===== config.mk =====
export PLATFORM = sky130hd
export DESIGN_NAME = i2c_bit_engine
export DESIGN_NICKNAME = d
export VERILOG_FILES = /design/src/design/i2c_pkg.sv /design/src/design/i2c_bit_engine.sv
export VERILOG_INCLUDE_DIRS = /design/src /design/src/design
export SDC_FILE = /design/constraint.sdc
export NUM_CORES = 1
export LEC_CHECK = 0
export BUFFER_PORTS_ARGS = -buffer_cell sky130_fd_sc_hd__buf_2
export CELL_PAD_IN_SITES_DETAIL_PLACEMENT = 1
export CELL_PAD_IN_SITES_GLOBAL_PLACEMENT = 1
export CORE_MARGIN = 2
export CORE_UTILIZATION = 36
export DETAILED_ROUTE_END_ITERATION = 16
export PLACE_DENSITY = 0.73
export SLEW_MARGIN = 25
export SYNTH_ARGS = -nofsm -noshare
export SYNTH_HDL_FRONTEND = slang
export SYNTH_SLANG_ARGS = --single-unit

===== constraint.sdc =====
create_clock -name CLK -period 1.75 [get_ports CLK]
set_input_delay 0.0875 -clock CLK [delete_from_list [all_inputs] [get_ports CLK]]
set_output_delay 0.0875 -clock CLK [all_outputs]
set_load 0.05 [all_outputs]

===== src/design/eeprom_params.svh =====
`ifndef EEPROM_PARAMS_SVH
`define EEPROM_PARAMS_SVH

// byte address of the 2 KB part
// bits 10..8 go into the control byte as block select
`define EE_ADDR_W 11

// device type code, upper nibble of control byte
`define EE_DEV_CODE 4'b1010

// CLK cycles per quarter of an SCL period
`define I2C_QUARTER 4

`endif


===== src/design/i2c_pkg.sv =====
`default_nettype none

package i2c_pkg;

    typedef enum logic [1:0] {
        CMD_START,
        CMD_STOP,
        CMD_WRITE,
        CMD_READ
    } bit_cmd_t;

    typedef struct packed {
        logic     valid;
        bit_cmd_t cmd;
        logic     din;    // level sent by CMD_WRITE
    } bit_req_t;

    typedef struct packed {
        logic done;
        logic dout;       // SDA sampled mid SCL high
    } bit_rsp_t;

    // byte level sequencer
    typedef enum logic [3:0] {
        ST_IDLE,
        ST_START,
        ST_CTRL_W,
        ST_ADDR,
        ST_DATA_W,
        ST_RESTART,
        ST_CTRL_R,
        ST_DATA_R,
        ST_MACK,
        ST_STOP,
        ST_POLL_START,
        ST_POLL_CTRL,
        ST_POLL_STOP,
        ST_ACK
    } seq_state_t;

endpackage

`default_nettype wire


===== src/design/i2c_bit_engine.sv =====
`timescale 1ns/1ps
`default_nettype none

`include "eeprom_params.svh"

module i2c_bit_engine (
    input  logic              CLK,
    input  logic              RESET,
    input  i2c_pkg::bit_req_t req,
    output i2c_pkg::bit_rsp_t rsp,
    output logic              scl,
    output logic              sda_drive_low,
    input  logic              sda_in
);
    import i2c_pkg::*;

    localparam int QUARTER = `I2C_QUARTER;
    localparam int QW      = (QUARTER > 1) ? $clog2(QUARTER) : 1;

    logic          busy;
    logic [QW-1:0] qcnt;
    logic [1:0]    phase;
    bit_cmd_t      cmd_q;
    logic          din_q;
    logic          dout_q;
    logic          accept;
    logic          quarter_end;

    // returns {scl, sda_drive_low} for one quarter of a command
    function automatic logic [1:0] phase_out(bit_cmd_t cmd, logic din, logic [1:0] ph);
        logic s;
        logic low;
        begin
            s   = (ph == 2'd1) || (ph == 2'd2);
            low = 1'b0;
            case (cmd)
                CMD_START:
                begin
                    low = ph[1];              // SDA falls in the second high quarter
                end
                CMD_STOP:
                begin
                    s   = (ph != 2'd0);       // ends with SCL high
                    low = !ph[1];
                end
                CMD_WRITE:
                begin
                    low = !din;
                end
                default:
                begin
                    low = 1'b0;               // read, line released
                end
            endcase
            phase_out = {s, low};
        end
    endfunction

    assign accept      = req.valid && !busy;
    assign quarter_end = busy && (qcnt == QW'(QUARTER - 1));

    always_ff @(posedge CLK)
    begin
        if (RESET)
        begin
            busy          <= 1'b0;
            qcnt          <= '0;
            phase         <= 2'd0;
            scl           <= 1'b1;
            sda_drive_low <= 1'b0;
        end
        else if (accept)
        begin
            busy                 <= 1'b1;
            qcnt                 <= '0;
            phase                <= 2'd0;
            {scl, sda_drive_low} <= phase_out(req.cmd, req.din, 2'd0);
        end
        else if (busy)
        begin
            if (quarter_end)
            begin
                qcnt  <= '0;
                phase <= phase + 2'd1;
                if (phase == 2'd3)
                begin
                    busy <= 1'b0;             // outputs hold until next command
                end
                else
                begin
                    {scl, sda_drive_low} <= phase_out(cmd_q, din_q, phase + 2'd1);
                end
            end
            else
            begin
                qcnt <= qcnt + 1'b1;
            end
        end
    end

    always_ff @(posedge CLK)
    begin
        if (accept)
        begin
            cmd_q <= req.cmd;
            din_q <= req.din;
        end
        if (quarter_end && phase == 2'd1)
        begin
            dout_q <= sda_in;                 // middle of SCL high
        end
    end

    always_comb
    begin
        rsp.done = quarter_end && (phase == 2'd3);
        rsp.dout = dout_q;
    end

    a_no_overlap: assert property (
        @(posedge CLK) disable iff (RESET)
        req.valid |-> !busy
    ) else $error("bit command issued while engine busy");

    // SCL only moves on a quarter boundary
    a_scl_quarter: assert property (
        @(posedge CLK) disable iff (RESET)
        $changed(scl) |-> (busy && qcnt == '0)
    ) else $error("SCL changed inside a quarter period");

endmodule

`default_nettype wire


### Yosys cells after proc, flatten, opt, wreduce, memory -nomap -nowiden

Cells that the tools add are included.

| cells by class | value |
|---|---|
| mux-type cells | 16 |
| eq/ne operators | 10 |
| $add $sub $neg | 2 |
| reduce and logical (&&, ||, !) cells | 16 |

Operator list:

| kind | number |
|---|---|
| two-way mux 1 bit | 13 |
| == test 2 bit, second input constant | 5 |
| == test 2 x 1 -> 1 bit, second input constant | 4 |
| nonzero test 2 bit | 3 |
| adder 2 x 1 -> 2 bit, second input constant | 2 |
| logical AND 1 bit | 4 |
| logical NOT 1 bit | 4 |
| one-hot mux 1 bit (3 select lines) | 1 |
| AND reduction 3 bit | 1 |
| logical NOT 2 bit | 1 |
| two-way mux 2 bit | 1 |
| != test 2 bit, second input constant | 1 |
| one-hot mux 1 bit (2 select lines) | 1 |
| AND reduction 2 bit | 1 |
| OR reduction 2 bit | 1 |
| logical OR 1 bit | 1 |

| storage, ports and cells | value |
|---|---|
| bits in registers | 11 |
| output and inout bits | 4 |
| logic and storage cells | 52 |
| bits of input ports | 7 |

### Logic depth before layout (Yosys ltp)

Gate-level depths: netlist of run 1.

| logic depth | value |
|---|---|
| depth in word-level cells | 8 |
| mapped depth | 5 |
| gate-level depth less buffers | 5 |

### Least setup slack after synthesis of run 1

No wires, ideal clock.

| timing path | value |
|---|---|
| path type | register to register |
| start | register phase[1] |
| end | register sda_drive_low |
| path slack | 0.345 ns |
| cell stages (with the launch flop) | 6 |
| arrival time | 1.329 ns |
| period minus slack after synthesis | 1.405 ns |
| buffers on the path | 0 |
| data required time | 1.673 ns |
| setup time | 0.077 ns |
| cell sequence | dfxtp_1 > inv_1 > ha_1 > xor2_1 > or3_1 > a41oi_2 |

| between the ends | value |
|---|---|
| cells in the longest elaborated chain, start to end | 7 |
| elaborated cells between the ends (all ways) | 10 |
| those cells by class | add/sub: 1; eq/ne: 2; mux: 5; reduce/logical: 2 |

Ends and longest elaborated chain:

| element | RTL line | source |
|---|---|---|
| from (decl) | i2c_bit_engine.sv:22 | `logic [1:0] phase;` |
| from (signal assigned) | i2c_bit_engine.sv:84 | `phase <= phase + 2'd1;` |
| adder 2 x 1 -> 2 bit | i2c_bit_engine.sv:91 | `{scl, sda_drive_low} <= phase_out(cmd_q, din_q, phase + 2'd1);` |
| logical NOT 1 bit | i2c_bit_engine.sv:44 | `low = !ph[1];` |
| one-hot mux 1 bit (3 select lines) | i2c_bit_engine.sv:36 | `case (cmd)` |
| two-way mux 1 bit | i2c_bit_engine.sv:85 | `if (phase == 2'd3)` |
| two-way mux 1 bit | i2c_bit_engine.sv:81 | `if (quarter_end)` |
| two-way mux 1 bit | i2c_bit_engine.sv:79 | `else if (busy)` |
| two-way mux 1 bit | i2c_bit_engine.sv:72 | `else if (accept)` |
| to (signal assigned) | i2c_bit_engine.sv:77 | `{scl, sda_drive_low} <= phase_out(req.cmd, req.din, 2'd0);` |
| to (signal assigned) | i2c_bit_engine.sv:91 |  |
| to (decl) | i2c_bit_engine.sv:12 | `output logic sda_drive_low,` |

Parallel ways exist; a longest one is shown, timed or not. The select of a mux whose other input is x is not followed.
A chain may end at the register's enable or synchronous reset.

==> results_dict.tcl, run 1 <==
set metrics [dict create \
    hp-class "primary input to flip-flop" \
    crit_type "flip-flop to output port" \
    clkLatencyLatePin_ns 0.28 \
    avgViaCountPerCell 5.159 \
    vias 454 \
    vdd.ir_drop.worst_mv 0.3742 \
    drv_slew 0 \
    holdPathStages 1 \
    drc 0 \
    start_util 0.3945 \
    max_freq_ghz 0.6528 \
    diodes 0 \
    routedWlPerCell_um 14.82 \
    power_density_nw_per_um2 763.5 \
    place.gp.congestion 0.6943 \
    numCtsBuffers 3 \
    root_buffer "clkbuf_4" \
    final_util 0.4602 \
    arrival_ns 1.44 \
    die-height_um 45.10 \
    cellLeakagePower_uw 0.0003219 \
    synth_cell_types 28 \
    antenna_found_initial 0 \
    die-area_sq_um 2034 \
    worstRegToRegCells 5 \
    hpwl_um 988.8 \
    fp.coreArea_sq_um 1541 \
    area_growth_pct 16.67 \
    routed_wl_um 1304 \
    rsz0062_at_grt "no" \
    rr_startpoint "phase[1]$_SDFFE_PP0P_" \
    h-tree-depth 1 \
    critPathBufInv 1 \
    finish.net_count 86 \
    worstReg2RegEnd "sda_drive_low$_SDFFE_PP0P_" \
    tightestPinTransition_ns 0.2832 \
    synth_area_leaders "dfxtp_1 (23%), edfxtp_1 (20%), ha_1 (12%), a21oi_1 (4.1%), inv_1 (3.7%)" \
    cts.repair.resized 0 \
    grt_pass1_vias 509 \
    syn_nets 71 \
    cap_violations 0 \
    drive_gt1_frac 0.2500 \
    syn-cell-area_sq_um 608.1 \
    fill_cells 192 \
    reg2reg_slack_ns 0.23 \
    hold_end "din_q$_DFFE_PP_" \
    post-cts-setup-buffer-count 0 \
    hold_ws_ns 0.01077 \
    layout.cells.most_common_list "buf_2 (10), dfxtp_1 (7), inv_1 (6), ha_1 (6), a21oi_1 (5)" \
    slew_headroom 0.8096 \
    die_x_um 45.10 \
    skew_ns 0.004269 \
    critPathTopFamily "flip-flops" \
    cts_max_path_buffers 2 \
    status "complete, no violations" \
    hp-start "req[0]" \
    synth_top_area_share 0.2305 \
    path_max_fanout 8 \
    fin_tns_setup_ns 0 \
    setup_viol 0 \
    ys_seq_area_frac 0.4280 \
    final_common_cell "buf_2" \
    synth_warnings 0 \
    io_buffers 10 \
    postSynthAreaPerCell_sq_um 10.48 \
    cp.required_ns 1.66 \
    critPathMaxStageDelay_ns 0.37 \
    grt_usage 0.1734 \
    yosys.area.top_type "dfxtp_1" \
    grt_max_degree 11 \
    cts_tree "yes" \
    cp_num_cells 3 \
    grt_pass1_wl_um 2339 \
    drt_first_iter_violations 1 \
    fp-row-count 14 \
    cts.sinks 11 \
    pin_count 11 \
    synth_seq_cells 11 \
    hold_violations 0 \
    path_clk_slew_ns 0.07 \
    cp_slowest_cell "dfxtp_1" \
    synthCells 58 \
    startpoint_type "flip-flop" \
    finalCriticalPeriod_ns 1.532 \
    ant_nets 0 \
    min_period_over_period 0.8753 \
    critPathCaptureType "output port" \
    grt_overflow 0 \
    crit_chain "ha_1 > and3_1 > buf_2" \
    dr.pass1.iters 2 \
]
report_power, final:
group	internal [uW]	switching [uW]	total (uW)	leakage [uW]
Combinational	30.8	44.0	74.8	0.000212
Clock	88.5	92.8	181	0.0000150
Sequential	277	8.12	285	0.0000950
logic make-up (layout without fill, tap and decap cells):
family,count (synthesis),count (layout),share of synthesized area
mux,1,1,0.01646
flops,11,11,0.4280
simple gates,18,18,0.1955
fa+ha+maj,6,6,0.1235
compound gates,11,11,0.1337
buf+inv,9,23,0.07407
xor+xnor,2,2,0.02881
through the flow:
stage                     instances  instance area, sq um  total power [uW]  worst slack [ns]
after detailed placement         82                 663.1             364.0            0.2361
after CTS                        87                 699.4             552.4            0.1854
after floorplan                  58                 608.1             340.6            0.3448
final                            88                 709.4             541.7            0.2182
after global routing             88                 709.4             576.6           0.09715
after global placement           82                 663.1             360.4            0.3189
layer usage:
layer | share of wire | up-vias | track usage
li1 | - | 234 | -
met1 | 0.43 | 206 | 0.1925
met2 | 0.50 | 10 | 0.2743
met3 | 0.035 | 4 | 0.06000
met4 | 0.031 | 0 | 0.1235
met5 | 0 | - | 0
final cells by class:
cell class / instances / area, sq um / area share
clock buffer: 4 / 26.28 / 0.03704
inverter: 6 / 22.52 / 0.03175
multi-input combinational: 38 / 302.8 / 0.4268
sequential: 11 / 260.3 / 0.3668
tap: 16 / 20.02 / 0.02822
timing repair buffer: 13 / 77.57 / 0.1093
what timing repair did:
action                                  4_1_cts  5_1_grt
endpoints found under the setup margin        0        0
endpoints found under the hold margin         1        1
hold buffers                                  1        1
how the worst max path moves through the flow:
stage | start | endpoint | slack, ns
final | qcnt[0]$_SDFFE_PP0P_ | rsp[1] | 0.22
after global routing | qcnt[0]$_SDFFE_PP0P_ | rsp[1] | 0.1
after CTS | qcnt[0]$_SDFFE_PP0P_ | rsp[1] | 0.19
after detailed placement | phase[1]$_SDFFE_PP0P_ | sda_drive_low$_SDFFE_PP0P_ | 0.24
after global placement | phase[1]$_SDFFE_PP0P_ | sda_drive_low$_SDFFE_PP0P_ | 0.32
after floorplan | phase[1]$_SDFFE_PP0P_ | sda_drive_low$_SDFFE_PP0P_ | 0.34
Yosys cell counts, drive strengths merged:
cell type and n:
ha 6, buf 2, or2 1, xor2 1, a21oi 5, o31ai 1
inv 6, clkbuf 1, or4b 1, nor2 4, nor3 1, or3 2
a221o 1, mux2i 1, and3b 1, nand2b 1, nor3b 2, a41oi 1
and3 2, nand2 1, a211oi 1, xnor2 1, nor2b 2, o211ai 2
edfxtp 4, dfxtp 7
flip-flops by register name, indices dropped and copies added, names as in the netlist:
name	count
busy	1
qcnt	2
sda_drive_low	1
phase	2
din_q	1
cmd_q	2
dout_q	1
scl	1
(Power assumes the default switching activity.)
==> run 2: changes to the inputs <==
--- a/config.mk
+++ b/config.mk
@@ -12,7 +12,8 @@
 export CORE_MARGIN = 2
 export CORE_UTILIZATION = 36
 export DETAILED_ROUTE_END_ITERATION = 16
-export PLACE_DENSITY = 0.73
+export MAX_ROUTING_LAYER = met4
+export PLACE_DENSITY_LB_ADDON = 0.1
 export SLEW_MARGIN = 25
 export SYNTH_ARGS = -nofsm -noshare
 export SYNTH_HDL_FRONTEND = slang
==> results_dict.tcl, run 2 (synthesis results as in run 1) <==
set metrics [dict create \
    tightestPinTransition_ns 0.3954 \
    diodes 0 \
    fill_cells 179 \
    final_common_cell "buf_2" \
    hold_violations 0 \
    rsz0062_at_grt "no" \
    place.gp.congestion 0.6750 \
    max_freq_ghz 0.6549 \
    stdcell_count 86 \
    reg_top3 "cmd_q: 2 flops, phase: 2 flops, qcnt: 2 flops" \
    arrival_ns 1.72 \
    cts_max_path_buffers 2 \
    hpwl_um 816 \
    finish.net_count 84 \
    min_period_over_period 0.8725 \
    start_util 0.3945 \
    setup_viol 0 \
    avgViaCountPerCell 5.105 \
    critPathCaptureType "flip-flop" \
    grt_max_degree 13 \
    status "complete, no violations" \
    fin_tns_setup_ns 0 \
    drv_slew 0 \
    routed-wl-met3_um 40 \
    path_max_fanout 4 \
    cts.repair.resized 0 \
    h-tree-depth 1 \
    stdcell_area_sq_um 691.9 \
    grt_usage 0.1453 \
    slew_headroom 0.7361 \
    cts_tree "yes" \
    grt_pass1_wl_um 1973 \
    die-height_um 45.10 \
    fp-row-count 14 \
    die_x_um 45.10 \
    cts.sinks 11 \
    crit_type "flip-flop to flip-flop" \
    drt_first_iter_violations 4 \
    die-area_sq_um 2034 \
    area_growth_pct 13.79 \
    routedWlPerCell_um 12.53 \
    post-cts-setup-buffer-count 0 \
    dp_cells 81 \
    hp-class "primary input to flip-flop" \
    ant_nets 0 \
    drc 0 \
    placed_cell_area_sq_um 655.6 \
    crit_chain "inv_1 > ha_1 > xor2_1 > or3_1 > a41oi_2" \
    dr.pass1.iters 4 \
    critPathMaxStageDelay_ns 0.39 \
    holdPathStages 1 \
    io_buffers 10 \
    drive_gt1_frac 0.2429 \
    routed_wl_um 1078 \
    startpoint_type "flip-flop" \
    worstRegToRegCells 5 \
    highest_layer "met4" \
    cellLeakagePower_uw 0.0003127 \
    grt_pass1_vias 454 \
    pin_count 11 \
    vdd.ir_drop.worst_mv 0.3124 \
    layout.cells.most_common_list "buf_2 (10), dfxtp_1 (7), inv_1 (6), ha_1 (6), a21oi_1 (5)" \
    fp.coreArea_sq_um 1541 \
    power_density_nw_per_um2 761.6 \
    final_util 0.4489 \
    clkLatencyLatePin_ns 0.26 \
    cp_slowest_cell "dfxtp_1" \
    path_clk_slew_ns 0.07 \
    skew_ns 0.002949 \
    vias 439 \
    cp.required_ns 1.94 \
    cap_violations 0 \
    root_buffer "clkbuf_4" \
    wl_met1_um 541 \
    finalCriticalPeriod_ns 1.527 \
    numCtsBuffers 3 \
    grt_overflow 0 \
    antenna_found_initial 0 \
    wl_met2_um 481 \
]
run 2: metrics by stage:
step / worst slack [ns] / power, uW / hold slack, ns
finish: 0.2231 / 526.9 / 0.01200
detailed placement: 0.2324 / 359.2 / 0.2690
CTS: 0.2140 / 539.8 / 0.002341
floorplan: 0.3448 / 340.6 / 0.1566
global placement: 0.2861 / 358.1 / 0.2638
global route: 0.1290 / 555.7 / 0.01195
run 2: critical path, delay by kind of cell, from the launching register on:
| family | cells | cell delay (ns) |
|---|---|---|
| AND/OR/NAND/NOR | 1 | 0.33 |
| flip-flops | 1 | 0.39 |
| buffers and inverters | 1 | 0.08 |
| AO/OA/AOI/OAI | 1 | 0.16 |
| XOR/XNOR | 1 | 0.17 |
| adder cells (fa/ha/maj) | 1 | 0.33 |
run 2: cell type report:
class	instances	area (sq um)	area share
flip-flops and latches	11	260.3	0.3761
clock buffers	4	26.28	0.03797
repair buffers	11	60.06	0.08680
well taps	16	20.02	0.02893
inverters	6	22.52	0.03255
multi-input cells	38	302.8	0.4376
run 2: repair_timing:
action,CTS,global route
hold endpoints to repair,1,0
setup endpoints to repair,0,0
hold buffers,1,0
run 2: final timing paths:
kind                                      to  slack (ns)                   from
hold reg to reg             scl$_SDFFE_PP1P_        0.49       scl$_SDFFE_PP1P_
hold / removal               din_q$_DFFE_PP_        0.01                 req[0]
setup / recovery  sda_drive_low$_SDFFE_PP0P_        0.22  phase[1]$_SDFFE_PP0P_
setup reg to reg  sda_drive_low$_SDFFE_PP0P_        0.22  phase[1]$_SDFFE_PP0P_
run 2: power by group:
| group | internal, uW | total (uW) | switching [uW] |
|---|---|---|---|
| Sequential | 277 | 288 | 10.8 |
| Combinational | 27.3 | 65.6 | 38.2 |
| Clock | 88.1 | 173 | 85.2 |
run 2: layer usage:
| layer | vias to the layer above | track usage |
|---|---|---|
| li1 | 226 | - |
| met1 | 203 | 0.1875 |
| met2 | 8 | 0.2029 |
| met3 | 2 | 0.02400 |
| met4 | 0 | 0.1059 |
| met5 | - | - |
