$ cat src/design/eeprom_params.svh
`ifndef EEPROM_PARAMS_SVH
`define EEPROM_PARAMS_SVH

// byte address of the 2 KB part
// bits 10..8 go into the control byte as block select
`define EE_ADDR_W 11

// device type code, upper nibble of control byte
`define EE_DEV_CODE 4'b1010

// CLK cycles per quarter of an SCL period
`define I2C_QUARTER 4

`endif

$ cat src/design/wb_pkg.sv
`default_nettype none

`include "eeprom_params.svh"

package wb_pkg;

    // master to slave, classic cycle
    typedef struct packed {
        logic                  cyc;
        logic                  stb;
        logic                  we;
        logic [`EE_ADDR_W-1:0] adr;
        logic [7:0]            dat;
    } wb_req_t;

    // slave to master
    typedef struct packed {
        logic       ack;
        logic [7:0] dat;   // read data, valid with ack
    } wb_rsp_t;

endpackage

`default_nettype wire

$ cat src/design/i2c_pkg.sv
`default_nettype none

package i2c_pkg;

    typedef enum logic [1:0] {
        CMD_START,
        CMD_STOP,
        CMD_WRITE,
        CMD_READ
    } bit_cmd_t;

    typedef struct packed {
        logic     valid;
        bit_cmd_t cmd;
        logic     din;    // level sent by CMD_WRITE
    } bit_req_t;

    typedef struct packed {
        logic done;
        logic dout;       // SDA sampled mid SCL high
    } bit_rsp_t;

    // byte level sequencer
    typedef enum logic [3:0] {
        ST_IDLE,
        ST_START,
        ST_CTRL_W,
        ST_ADDR,
        ST_DATA_W,
        ST_RESTART,
        ST_CTRL_R,
        ST_DATA_R,
        ST_MACK,
        ST_STOP,
        ST_POLL_START,
        ST_POLL_CTRL,
        ST_POLL_STOP,
        ST_ACK
    } seq_state_t;

endpackage

`default_nettype wire

$ cat src/design/eeprom_sequencer.sv
`timescale 1ns/1ps
`default_nettype none

`include "eeprom_params.svh"

module eeprom_sequencer (
    input  logic              CLK,
    input  logic              RESET,
    input  wb_pkg::wb_req_t   wb_req,
    output wb_pkg::wb_rsp_t   wb_rsp,
    output i2c_pkg::bit_req_t bit_req,
    input  i2c_pkg::bit_rsp_t bit_rsp
);
    import i2c_pkg::*;

    seq_state_t            state;
    seq_state_t            state_d;
    logic                  pending;      // bit command in flight
    logic                  retry;
    logic                  poll_ok;
    logic [3:0]            bitcnt;
    logic [`EE_ADDR_W-1:0] adr_q;
    logic                  we_q;
    logic [7:0]            wdat_q;
    logic [7:0]            shreg;
    logic [7:0]            rdat_q;
    bit_cmd_t              next_cmd;
    logic                  next_din;
    logic                  issue;
    logic                  byte_done;
    logic                  nack;
    logic                  wb_start;

    function automatic logic [7:0] ctrl_byte(logic rd);
        ctrl_byte = {`EE_DEV_CODE, adr_q[`EE_ADDR_W-1:8], rd};
    endfunction

    assign wb_start  = wb_req.cyc && wb_req.stb;
    assign byte_done = bit_rsp.done && bitcnt[3];   // ninth bit is the slave ack
    assign nack      = bit_rsp.dout;
    assign issue     = !pending && (state != ST_IDLE) && (state != ST_ACK);

    // command for the current state
    always_comb
    begin
        next_cmd = CMD_WRITE;
        next_din = 1'b1;
        case (state)
            ST_START, ST_RESTART, ST_POLL_START: next_cmd = CMD_START;
            ST_STOP, ST_POLL_STOP:               next_cmd = CMD_STOP;
            ST_DATA_R:                           next_cmd = CMD_READ;
            ST_MACK:                             next_din = 1'b1;    // no-ack ends the read
            default:
            begin
                if (bitcnt[3])
                begin
                    next_cmd = CMD_READ;
                end
                else
                begin
                    next_din = shreg[7];
                end
            end
        endcase
    end

    always_comb
    begin
        state_d = state;
        case (state)
            ST_IDLE:       if (wb_start) state_d = ST_START;
            ST_START:      if (bit_rsp.done) state_d = ST_CTRL_W;
            ST_CTRL_W:     if (byte_done) state_d = nack ? ST_STOP : ST_ADDR;
            ST_ADDR:
            begin
                if (byte_done)
                begin
                    state_d = nack ? ST_STOP : (we_q ? ST_DATA_W : ST_RESTART);
                end
            end
            ST_DATA_W:     if (byte_done) state_d = ST_STOP;
            ST_RESTART:    if (bit_rsp.done) state_d = ST_CTRL_R;
            ST_CTRL_R:     if (byte_done) state_d = nack ? ST_STOP : ST_DATA_R;
            ST_DATA_R:     if (bit_rsp.done && bitcnt == 4'd7) state_d = ST_MACK;
            ST_MACK:       if (bit_rsp.done) state_d = ST_STOP;
            ST_STOP:
            begin
                if (bit_rsp.done)
                begin
                    state_d = retry ? ST_START : (we_q ? ST_POLL_START : ST_ACK);
                end
            end
            ST_POLL_START: if (bit_rsp.done) state_d = ST_POLL_CTRL;
            ST_POLL_CTRL:  if (byte_done) state_d = ST_POLL_STOP;
            ST_POLL_STOP:  if (bit_rsp.done) state_d = poll_ok ? ST_ACK : ST_POLL_START;
            ST_ACK:        state_d = ST_IDLE;
            default:       state_d = ST_IDLE;
        endcase
    end

    always_ff @(posedge CLK)
    begin
        if (RESET)
        begin
            state   <= ST_IDLE;
            pending <= 1'b0;
            retry   <= 1'b0;
            poll_ok <= 1'b0;
            bitcnt  <= 4'd0;
            bit_req <= '0;
        end
        else
        begin
            state         <= state_d;
            bit_req.valid <= 1'b0;
            if (issue)
            begin
                bit_req.valid <= 1'b1;
                bit_req.cmd   <= next_cmd;
                bit_req.din   <= next_din;
                pending       <= 1'b1;
            end
            else if (bit_rsp.done)
            begin
                pending <= 1'b0;
            end

            if (state_d != state)
                bitcnt <= 4'd0;
            else if (bit_rsp.done)
                bitcnt <= bitcnt + 4'd1;

            // slave nack in a transfer byte, stop and start over
            if (byte_done && nack &&
                (state inside {ST_CTRL_W, ST_ADDR, ST_DATA_W, ST_CTRL_R}))
                retry <= 1'b1;
            else if (state == ST_STOP && bit_rsp.done)
                retry <= 1'b0;

            if (state == ST_POLL_CTRL && byte_done)
                poll_ok <= !nack;
        end
    end

    always_ff @(posedge CLK)
    begin
        if (state == ST_IDLE && wb_start)
        begin
            adr_q  <= wb_req.adr;
            we_q   <= wb_req.we;
            wdat_q <= wb_req.dat;
        end

        if (bit_rsp.done)
            shreg <= {shreg[6:0], (state == ST_DATA_R) ? bit_rsp.dout : 1'b0};   // MSB first

        if (state_d != state)
        begin
            case (state_d)
                ST_CTRL_W, ST_POLL_CTRL: shreg <= ctrl_byte(1'b0);
                ST_ADDR:                 shreg <= adr_q[7:0];
                ST_DATA_W:               shreg <= wdat_q;
                ST_CTRL_R:               shreg <= ctrl_byte(1'b1);
                default:                 ;
            endcase
        end

        if (state == ST_DATA_R && bit_rsp.done && bitcnt == 4'd7)
            rdat_q <= {shreg[6:0], bit_rsp.dout};
    end

    always_comb
    begin
        wb_rsp.ack = (state == ST_ACK);
        wb_rsp.dat = rdat_q;
    end

    a_ack_pulse: assert property (
        @(posedge CLK) disable iff (RESET)
        wb_rsp.ack |=> !wb_rsp.ack
    ) else $error("ack longer than one cycle");

    a_state_legal: assert property (
        @(posedge CLK) disable iff (RESET)
        state inside {[ST_IDLE:ST_ACK]}
    ) else $error("sequencer state out of range");

endmodule

`default_nettype wire

$ cat config.mk
export PLATFORM = sky130hd
export DESIGN_NAME = eeprom_sequencer
export DESIGN_NICKNAME = d
export VERILOG_FILES = /design/src/design/wb_pkg.sv /design/src/design/i2c_pkg.sv /design/src/design/eeprom_sequencer.sv
export VERILOG_INCLUDE_DIRS = /design/src /design/src/design
export SDC_FILE = /design/constraint.sdc
export NUM_CORES = 1
export LEC_CHECK = 0
export ABC_AREA = 1
export BUFFER_PORTS_ARGS = -buffer_cell sky130_fd_sc_hd__buf_2
export CELL_PAD_IN_SITES_DETAIL_PLACEMENT = 0
export CELL_PAD_IN_SITES_GLOBAL_PLACEMENT = 1
export CORE_ASPECT_RATIO = 0.6
export CORE_UTILIZATION = 44
export CTS_BUF_LIST = sky130_fd_sc_hd__clkbuf_8
export DETAILED_ROUTE_END_ITERATION = 8
export PLACE_DENSITY = 0.8
export SYNTH_ARGS = -nofsm -noshare
export SYNTH_HDL_FRONTEND = slang
export SYNTH_SLANG_ARGS = --single-unit
export TNS_END_PERCENT = 30
$ cat constraint.sdc
create_clock -name CLK -period 2.1 [get_ports CLK]
set_input_delay 0 -clock CLK [delete_from_list [all_inputs] [get_ports CLK]]
set_output_delay 0 -clock CLK [all_outputs]
set_load 0.005 [all_outputs]
; ---- After elaboration in Yosys (flattened, before gate mapping)
; Cells that the tools add are included.
[word_totals]
regBits = 51
inputBits = 26
out_inout_bits = 13
[op_classes]
n_addsub = 1
n_eq_ne = 21
n_mux = 34
reduce_logical = 24
[op_table]
columns = operator, n
row1 = 2-to-1 mux 4 bit, 18
row2 = case mux 4 bit (13 select lines), 1
row3 = case mux 8 bit (4 select lines), 1
row4 = "equality test 4 x 3 -> 1 bit, second input constant", 7
row5 = "equality test 4 bit, second input constant", 7
row6 = "equality test 4 x 2 -> 1 bit, second input constant", 4
row7 = 2-to-1 mux 8 bit, 2
row8 = logical AND 1 bit, 12
row9 = 2-to-1 mux 1 bit, 9
row10 = case mux 2 bit (4 select lines), 1
row11 = nonzero test 4 bit, 2
row12 = OR reduction 7 bit, 1
row13 = 2-to-1 mux 3 bit, 2
row14 = OR reduction 2 bit, 3
row15 = "adder 4 x 1 -> 4 bit, second input constant", 1
row16 = "equality test 4 x 1 -> 1 bit, second input constant", 1
row17 = zero test 4 bit, 1
row18 = inequality test 4 bit, 1
row19 = "inequality test 4 bit, second input constant", 1
row20 = nonzero test 2 bit, 2
row21 = OR reduction 3 bit, 1
row22 = zero test 1 bit, 2

; ---- Logic depth before layout (Yosys ltp)
; Gate-level depths: netlist of the first run.
[depth]
word_depth = 8
mapped_depth = 17

; ---- Worst setup path after synthesis of the first run
; OpenSTA, ideal clock, no wires.
[synth_path]
kind = reg2reg
from = register state[3]
to = register shreg[5]
setup_ns = 0.112
arrival_ns = 1.776
required_time_ns = 1.988
path_slack_ns = 0.212
path_stages_with_launch = 16
cell_sequence = dfxtp_1 -> clkbuf_8 -> nor2_2 -> nand2_1 -> nor2_2 -> nor2_2 -> nand2_2 -> nor2_4 -> nand2_1 -> inv_2 -> nand2_2 -> nand2_1 -> nor2_2 -> nor2_4 -> nand2_1 -> nand2_1
[synth_via]
elab_chain_len = 6
word_cells_on_any_way = 36
classes_between = 18 x eq/ne / 16 x mux / 2 x reduce/logical
[synth_rtl]
columns = item, line
row1 = "start, declared", eeprom_sequencer.sv:16  ; seq_state_t state;
row2 = "start signal, assigned", eeprom_sequencer.sv:114  ; state <= state_d;
row3 = equality test 4 bit (tied with other cells), eeprom_sequencer.sv:70  ; case (state)
row4 = case mux 4 bit (13 select lines), eeprom_sequencer.sv:70
row5 = equality test 4 x 2 -> 1 bit / equality test 4 bit (equally long branches), eeprom_sequencer.sv:159  ; case (state_d)
row6 = OR reduction 2 bit, eeprom_sequencer.sv:159
row7 = case mux 8 bit (4 select lines), eeprom_sequencer.sv:159
row8 = 2-to-1 mux 8 bit *, eeprom_sequencer.sv:157  ; if (state_d != state)
row9 = "end signal, assigned", eeprom_sequencer.sv:160  ; ST_CTRL_W, ST_POLL_CTRL: shreg <= ctrl_byte(1'b0);
row10 = "end signal, assigned", eeprom_sequencer.sv:161  ; ST_ADDR: shreg <= adr_q[7:0];
row11 = "end signal, assigned", eeprom_sequencer.sv:162  ; ST_DATA_W: shreg <= wdat_q;
row12 = "end, declared", eeprom_sequencer.sv:25  ; logic [7:0] shreg;
; Every way passes the cells marked *; elsewhere a longest branch is shown, timed or not.
; A chain may end at the register's enable or synchronous reset.

; ---- Final worst setup path of the first run
; Same ends and word-level chain as after synthesis.

==> out/results.ini, run 1 <==
[setup_path]
cp_slowest_cell=dfxtp_2
reg2reg_to=shreg[5]
required_ns=2.36
cp-end-kind=flip-flop
slowest_delay_ns=0.34
cp-start-kind=flip-flop
rr_startpoint=state[3]
crit_arrival_ns=2.22
worstSetupPathType=reg2reg
ff2ff_path_depth=14
r2r_setup_slack_ns=0.15
crit_fanout=10
path_common_cell=nand2_1
cp_cell_sequence=buf_12 -> nand2_1 -> nor2_4 -> nand2_1 -> nand3_1 -> nor2_2 -> nand3_4 -> nor2_4 -> nand2_2 -> nand2_1 -> nor2_2 -> nor2_4 -> nand2_1 -> nand2_1

[synth]
synth_seq_cells=51
async_flop_share_pct=0
ys_seq_area_share_pct=47.7
avgSynthCellArea_um2=8.02
synth_edf_count=28
syn_nets=367
syn_inst=340
synth_area_um2=2730
yosysWarnings=0
ys_types=33
yosys_most_used_dff=edfxtp_1

[sta]
relSlewSlack_pct=54.0
slew_viol_final=0
fin_worst_skew_ns=0.00381
worst_slew_pin_slew_ns=0.684
finalHoldViolations=0
hold_ws_ns=0.145
finalCriticalPeriod_ns=1.95
setup_ws_ns=0.146
min_period_over_period_pct=93.0
fmax_ghz=0.512
setup_viol=0

[power]
power_density_nw_per_um2=544
leakage_nw=1.74
ir_worst_vdd_mv=0.351
total_power_mw=1.94

[routing]
wire_per_inst_um=14.8
ant_nets=0
num_vias=2535
post-route-drc-count=0
drt_iter0_drc=228
wl_um=7550
drtPass1Iterations=5
vias_per_cell=4.98

[final_layout]
design_area_um2=3560
area_growth_pct=30.4
layout_commonest_cell=nand2_1
fillers=534
diodes=0
fin_cells=509
final_cell_mix=nand2_1, buf_2, nand3_1, inv_1, edfxtp_1
drive_gt1_share_pct=30.8
fin_nets=455

[global_routing]
first_global_vias=2298
antenna_found_initial=0
grt_usage_pct=24.5
grt_pass1_wl_um=12100
grt_max_degree=21
grt_overflow=0

[place]
hpwlAfterDp_um=5630
pre_cts_ws_ns=0.0667
io_buffers=38
dpl.cell_count=474
placed_cell_area_um2=3130
place.gp.congestion=0.910

[die]
dieWidth_um=104
start_util_pct=47.2
die-area_um2=6530
ios=39
row_count=21
die_y_um=63.0
core_area_um2=5780

[run]
cap_violations=0

[cts]
numCtsBuffers=5
htree_levels=2
tritoncts=yes
clockBufferDepth=2
root_buffer=clkbuf_8
clock_latency_ns=0.31
cts.sink_count=51
clkSlewWorstSetupHoldPaths_ns=0.10

[hold_path]
hold_depth=4
hold_end=retry
hold_class=in2reg
min_from=bit_rsp[1]

[outcome]
status=finished clean

[power by group]
part	internal, mW	leakage [nW]	switching, mW
Sequential	1.09	0.450	0.0193
Clock	0.242	0.0504	0.354
Combinational	0.0992	1.24	0.135
[worst max-delay path by stage]
| stage | endpoint | start | cells after the start |
|---|---|---|---|
| 3_3_place_gp | bitcnt[0] | state[0] | 13 |
| 4_1_cts | shreg[6] | state[0] | 13 |
| 2_1_floorplan | shreg[5] | state[3] | 15 |
| 6_report | shreg[5] | state[3] | 14 |
| 3_5_place_dp | shreg[2] | state[0] | 13 |
| 5_1_grt | shreg[1] | state[3] | 14 |
[metal layers]
layer,GRT usage [%],part of all wire [%],vias to the layer above,wire (um)
met4,3.80,0.32,0,24
met2,31.7,38,107,2870
li1,-,-,1282,-
met1,40.5,53,1144,4000
met3,5.01,8.8,2,665
met5,0,0,-,0
[what timing repair did]
item,in CTS,in global routing
buffers inserted,0,4
hold endpoints to repair,25,0
hold buffers,22,0
endpoints found under the setup margin,0,13
resized for setup,0,25
[sequential cells by signal, summed over array words and instances, names as in the netlist, 4 cells and up]
signal,flops
shreg,8
bitcnt,4
wdat_q,8
adr_q,11
bit_req,4
state,4
rdat_q,8
[synthesized netlist by cell type, types with 2 or more instances]
cell type | instances | area [um2]
nor2_4 | 7 | 78.8
nand3_4 | 2 | 35.0
o211ai_1 | 5 | 37.5
dfxtp_1 | 23 | 460
a21oi_2 | 2 | 17.5
nor3_2 | 2 | 20.0
nor2_1 | 21 | 78.8
inv_1 | 35 | 131
nor3_1 | 2 | 10.0
nand3_1 | 36 | 180
edfxtp_1 | 28 | 841
nand2_2 | 10 | 62.6
a21oi_1 | 5 | 25.0
inv_2 | 6 | 22.5
nand4_1 | 3 | 18.8
nand2_1 | 117 | 439
clkbuf_8 | 3 | 41.3
o21ai_0 | 11 | 55.1
nor2_2 | 8 | 50.1
[stage by stage]
step / setup TNS (ns) / util (%)
2_1_floorplan: 0 / -
4_1_cts: 0 / 59.5
3_5_place_dp: 0 / 54.1
3_3_place_gp: 0 / 54.1
6_report: 0 / 61.5
5_1_grt: -0.0401 / 61.5
[area by class of cell]
type | instances | area [um2] | share of cell area [%]
clock buffer | 5 | 68.8 | 1.94
inverter | 42 | 160 | 4.50
multi-input combinational | 242 | 1260 | 35.4
tap | 80 | 100 | 2.81
clock inverter | 3 | 22.5 | 0.633
timing repair buffer | 86 | 631 | 17.7
sequential | 51 | 1320 | 37.0
[cell families after synthesis]
family	after synthesis	synth area share, %
flip-flops	51	47.7
AND/OR/NAND/NOR	212	37.1
adder cells (fa/ha/maj)	1	0.459
AO/OA/AOI/OAI	27	6.10
buffers and inverters	48	8.26
XOR/XNOR	1	0.321
[worst max-delay path, delay by kind of cell, from the launching register on]
kind          cells  cell delay [ns]
buf+inv           1             0.14
simple gates     13             1.43
flops             1             0.34
(Power assumes the default switching activity.)
==> run 2: changes to the inputs <==
--- a/config.mk
+++ b/config.mk
@@ -15,6 +15,7 @@
 export CTS_BUF_LIST = sky130_fd_sc_hd__clkbuf_8
 export DETAILED_ROUTE_END_ITERATION = 8
 export PLACE_DENSITY = 0.8
+export RECOVER_POWER = 100
 export SYNTH_ARGS = -nofsm -noshare
 export SYNTH_HDL_FRONTEND = slang
 export SYNTH_SLANG_ARGS = --single-unit
==> run 2 against run 1 <==
Effect of this change:
- sequential power about the same
- sequential share of layout area increased by 0.091 points
- clock skew about the same
- non-clock buffer count unchanged
- critical path type unchanged
- largest cell class unchanged
- highest routed layer unchanged
==> out/results.ini, run 2 (synthesis results as in run 1) <==
[outcome]
status=finished clean

[setup_path]
required_ns=2.36
cp-end-kind=flip-flop
ff2ff_path_depth=14
reg2reg_to=shreg[5]
cp-start-kind=flip-flop
cp_slowest_cell=dfxtp_2
crit_arrival_ns=2.22
rr_startpoint=state[3]
r2r_setup_slack_ns=0.14
cp_cell_sequence=buf_12 -> nand2_1 -> nor2_4 -> nand2_1 -> nand3_1 -> nor2_2 -> nand3_4 -> nor2_4 -> nand2_2 -> nand2_1 -> nor2_2 -> nor2_4 -> nand2_1 -> nand2_1
slowest_delay_ns=0.34
worstSetupPathType=reg2reg
crit_fanout=10
path_common_cell=nand2_1

[die]
die_y_um=63.0
row_count=21
dieWidth_um=104
ios=39
start_util_pct=47.2
die-area_um2=6530
core_area_um2=5780

[routing]
wl_um=7560
wire_per_inst_um=14.9
num_vias=2550
ant_nets=0
drtPass1Iterations=5
vias_per_cell=5.01
drt_iter0_drc=212
post-route-drc-count=0

[sta]
setup_viol=0
fin_worst_skew_ns=0.00367
finalHoldViolations=0
relSlewSlack_pct=54.7
hold_ws_ns=0.145
worst_slew_pin_slew_ns=0.675
slew_viol_final=0
min_period_over_period_pct=93.3
finalCriticalPeriod_ns=1.96
fmax_ghz=0.510

[hold_path]
hold_depth=4
hold_end=retry
hold_class=in2reg
min_from=bit_rsp[1]

[cts]
htree_levels=2
root_buffer=clkbuf_8
numCtsBuffers=5
cts.sink_count=51
clock_latency_ns=0.31
clkSlewWorstSetupHoldPaths_ns=0.10
tritoncts=yes
clockBufferDepth=2

[final_layout]
layout_commonest_cell=nand2_1
diodes=0
largest_register=adr_q
fillers=537
largest_register_ffs=11
fin_util_pct=61.4
final_cell_mix=nand2_1, nand3_1, inv_1, buf_2, edfxtp_1
fin_nets=455
area_growth_pct=30.1
drive_gt1_share_pct=29.1

[global_routing]
grt_usage_pct=24.5
first_global_vias=2298
grt_max_degree=21
grt_use_met1_pct=40.5
grt_overflow=0
grt_pass1_wl_um=12100
antenna_found_initial=0
use_met2_pct=31.7
grt_util_met3_pct=5.01
top_usage_layer=met1

[run]
cap_violations=0

[power]
leakage_nw=1.72
power_density_nw_per_um2=546
ir_worst_vdd_mv=0.349

[place]
io_buffers=38
place.gp.congestion=0.910
hpwlAfterDp_um=5630

==> run 2: cell types whose count changed in the layout (fill, tap and decap cells not counted), sizes merged <==
cell,delta
buf,-8
clkbuf,+8
==> run 2: cell type report <==
| cell class | count | area, um2 | share of cell area [%] |
|---|---|---|---|
| flip-flops and latches | 51 | 1320 | 37.1 |
| multi-input cells | 242 | 1260 | 35.5 |
| repair buffers | 86 | 622 | 17.5 |
| inverters | 42 | 160 | 4.52 |
| well taps | 80 | 100 | 2.82 |
| clock buffers | 5 | 68.8 | 1.94 |
| clock inverters | 3 | 22.5 | 0.635 |
==> run 2: per-layer routing <==
layer / part of all wire [%] / up-vias
met5: 0 / -
met4: 0.32 / 0
met3: 8.3 / 2
met2: 38 / 99
met1: 53 / 1165
li1: - / 1284
==> run 2: how the worst max path moves through the flow <==
stage | start | to | slack (ns) | depth (start not counted)
floorplan | state[3] | shreg[5] | 0.21 | 15
global placement | state[0] | bitcnt[0] | 0.06 | 13
detailed placement | state[0] | shreg[2] | 0.07 | 13
CTS | state[0] | shreg[6] | 0.04 | 13
global route | state[3] | shreg[1] | -0.02 | 14
finish | state[3] | shreg[5] | 0.14 | 14
==> run 2: per-stage QoR <==
step           area [um2]  TNS [ns]  std cells  setup WS, ns  total power, mW
6_report             3550         0        509         0.140             1.94
2_1_floorplan        2730         0        340         0.212             1.24
3_3_place_gp         3130         0        474        0.0620             1.31
4_1_cts              3440         0        504        0.0445             1.93
3_5_place_dp         3130         0        474        0.0667             1.31
5_1_grt              3550   -0.0401        509       -0.0161             2.02
==> run 2: timing repair <==
item                                   in CTS  in global routing
setup endpoints to repair                   0                 13
gates resized for setup                     0                 25
endpoints found under the hold margin      25                  0
buffers inserted                            0                  4
hold buffers                               22                  0
==> run 2: report_power, final <==
group          internal, mW  total (mW)  switching (mW)
Sequential             1.09        1.11          0.0195
Combinational        0.0985       0.234           0.136
Clock                 0.242       0.597           0.355
==> run 2: critical path, delay by kind of cell, from the launching register on <==
kind	cells	cell delay, ns
buf+inv	1	0.14
flops	1	0.34
simple gates	13	1.43
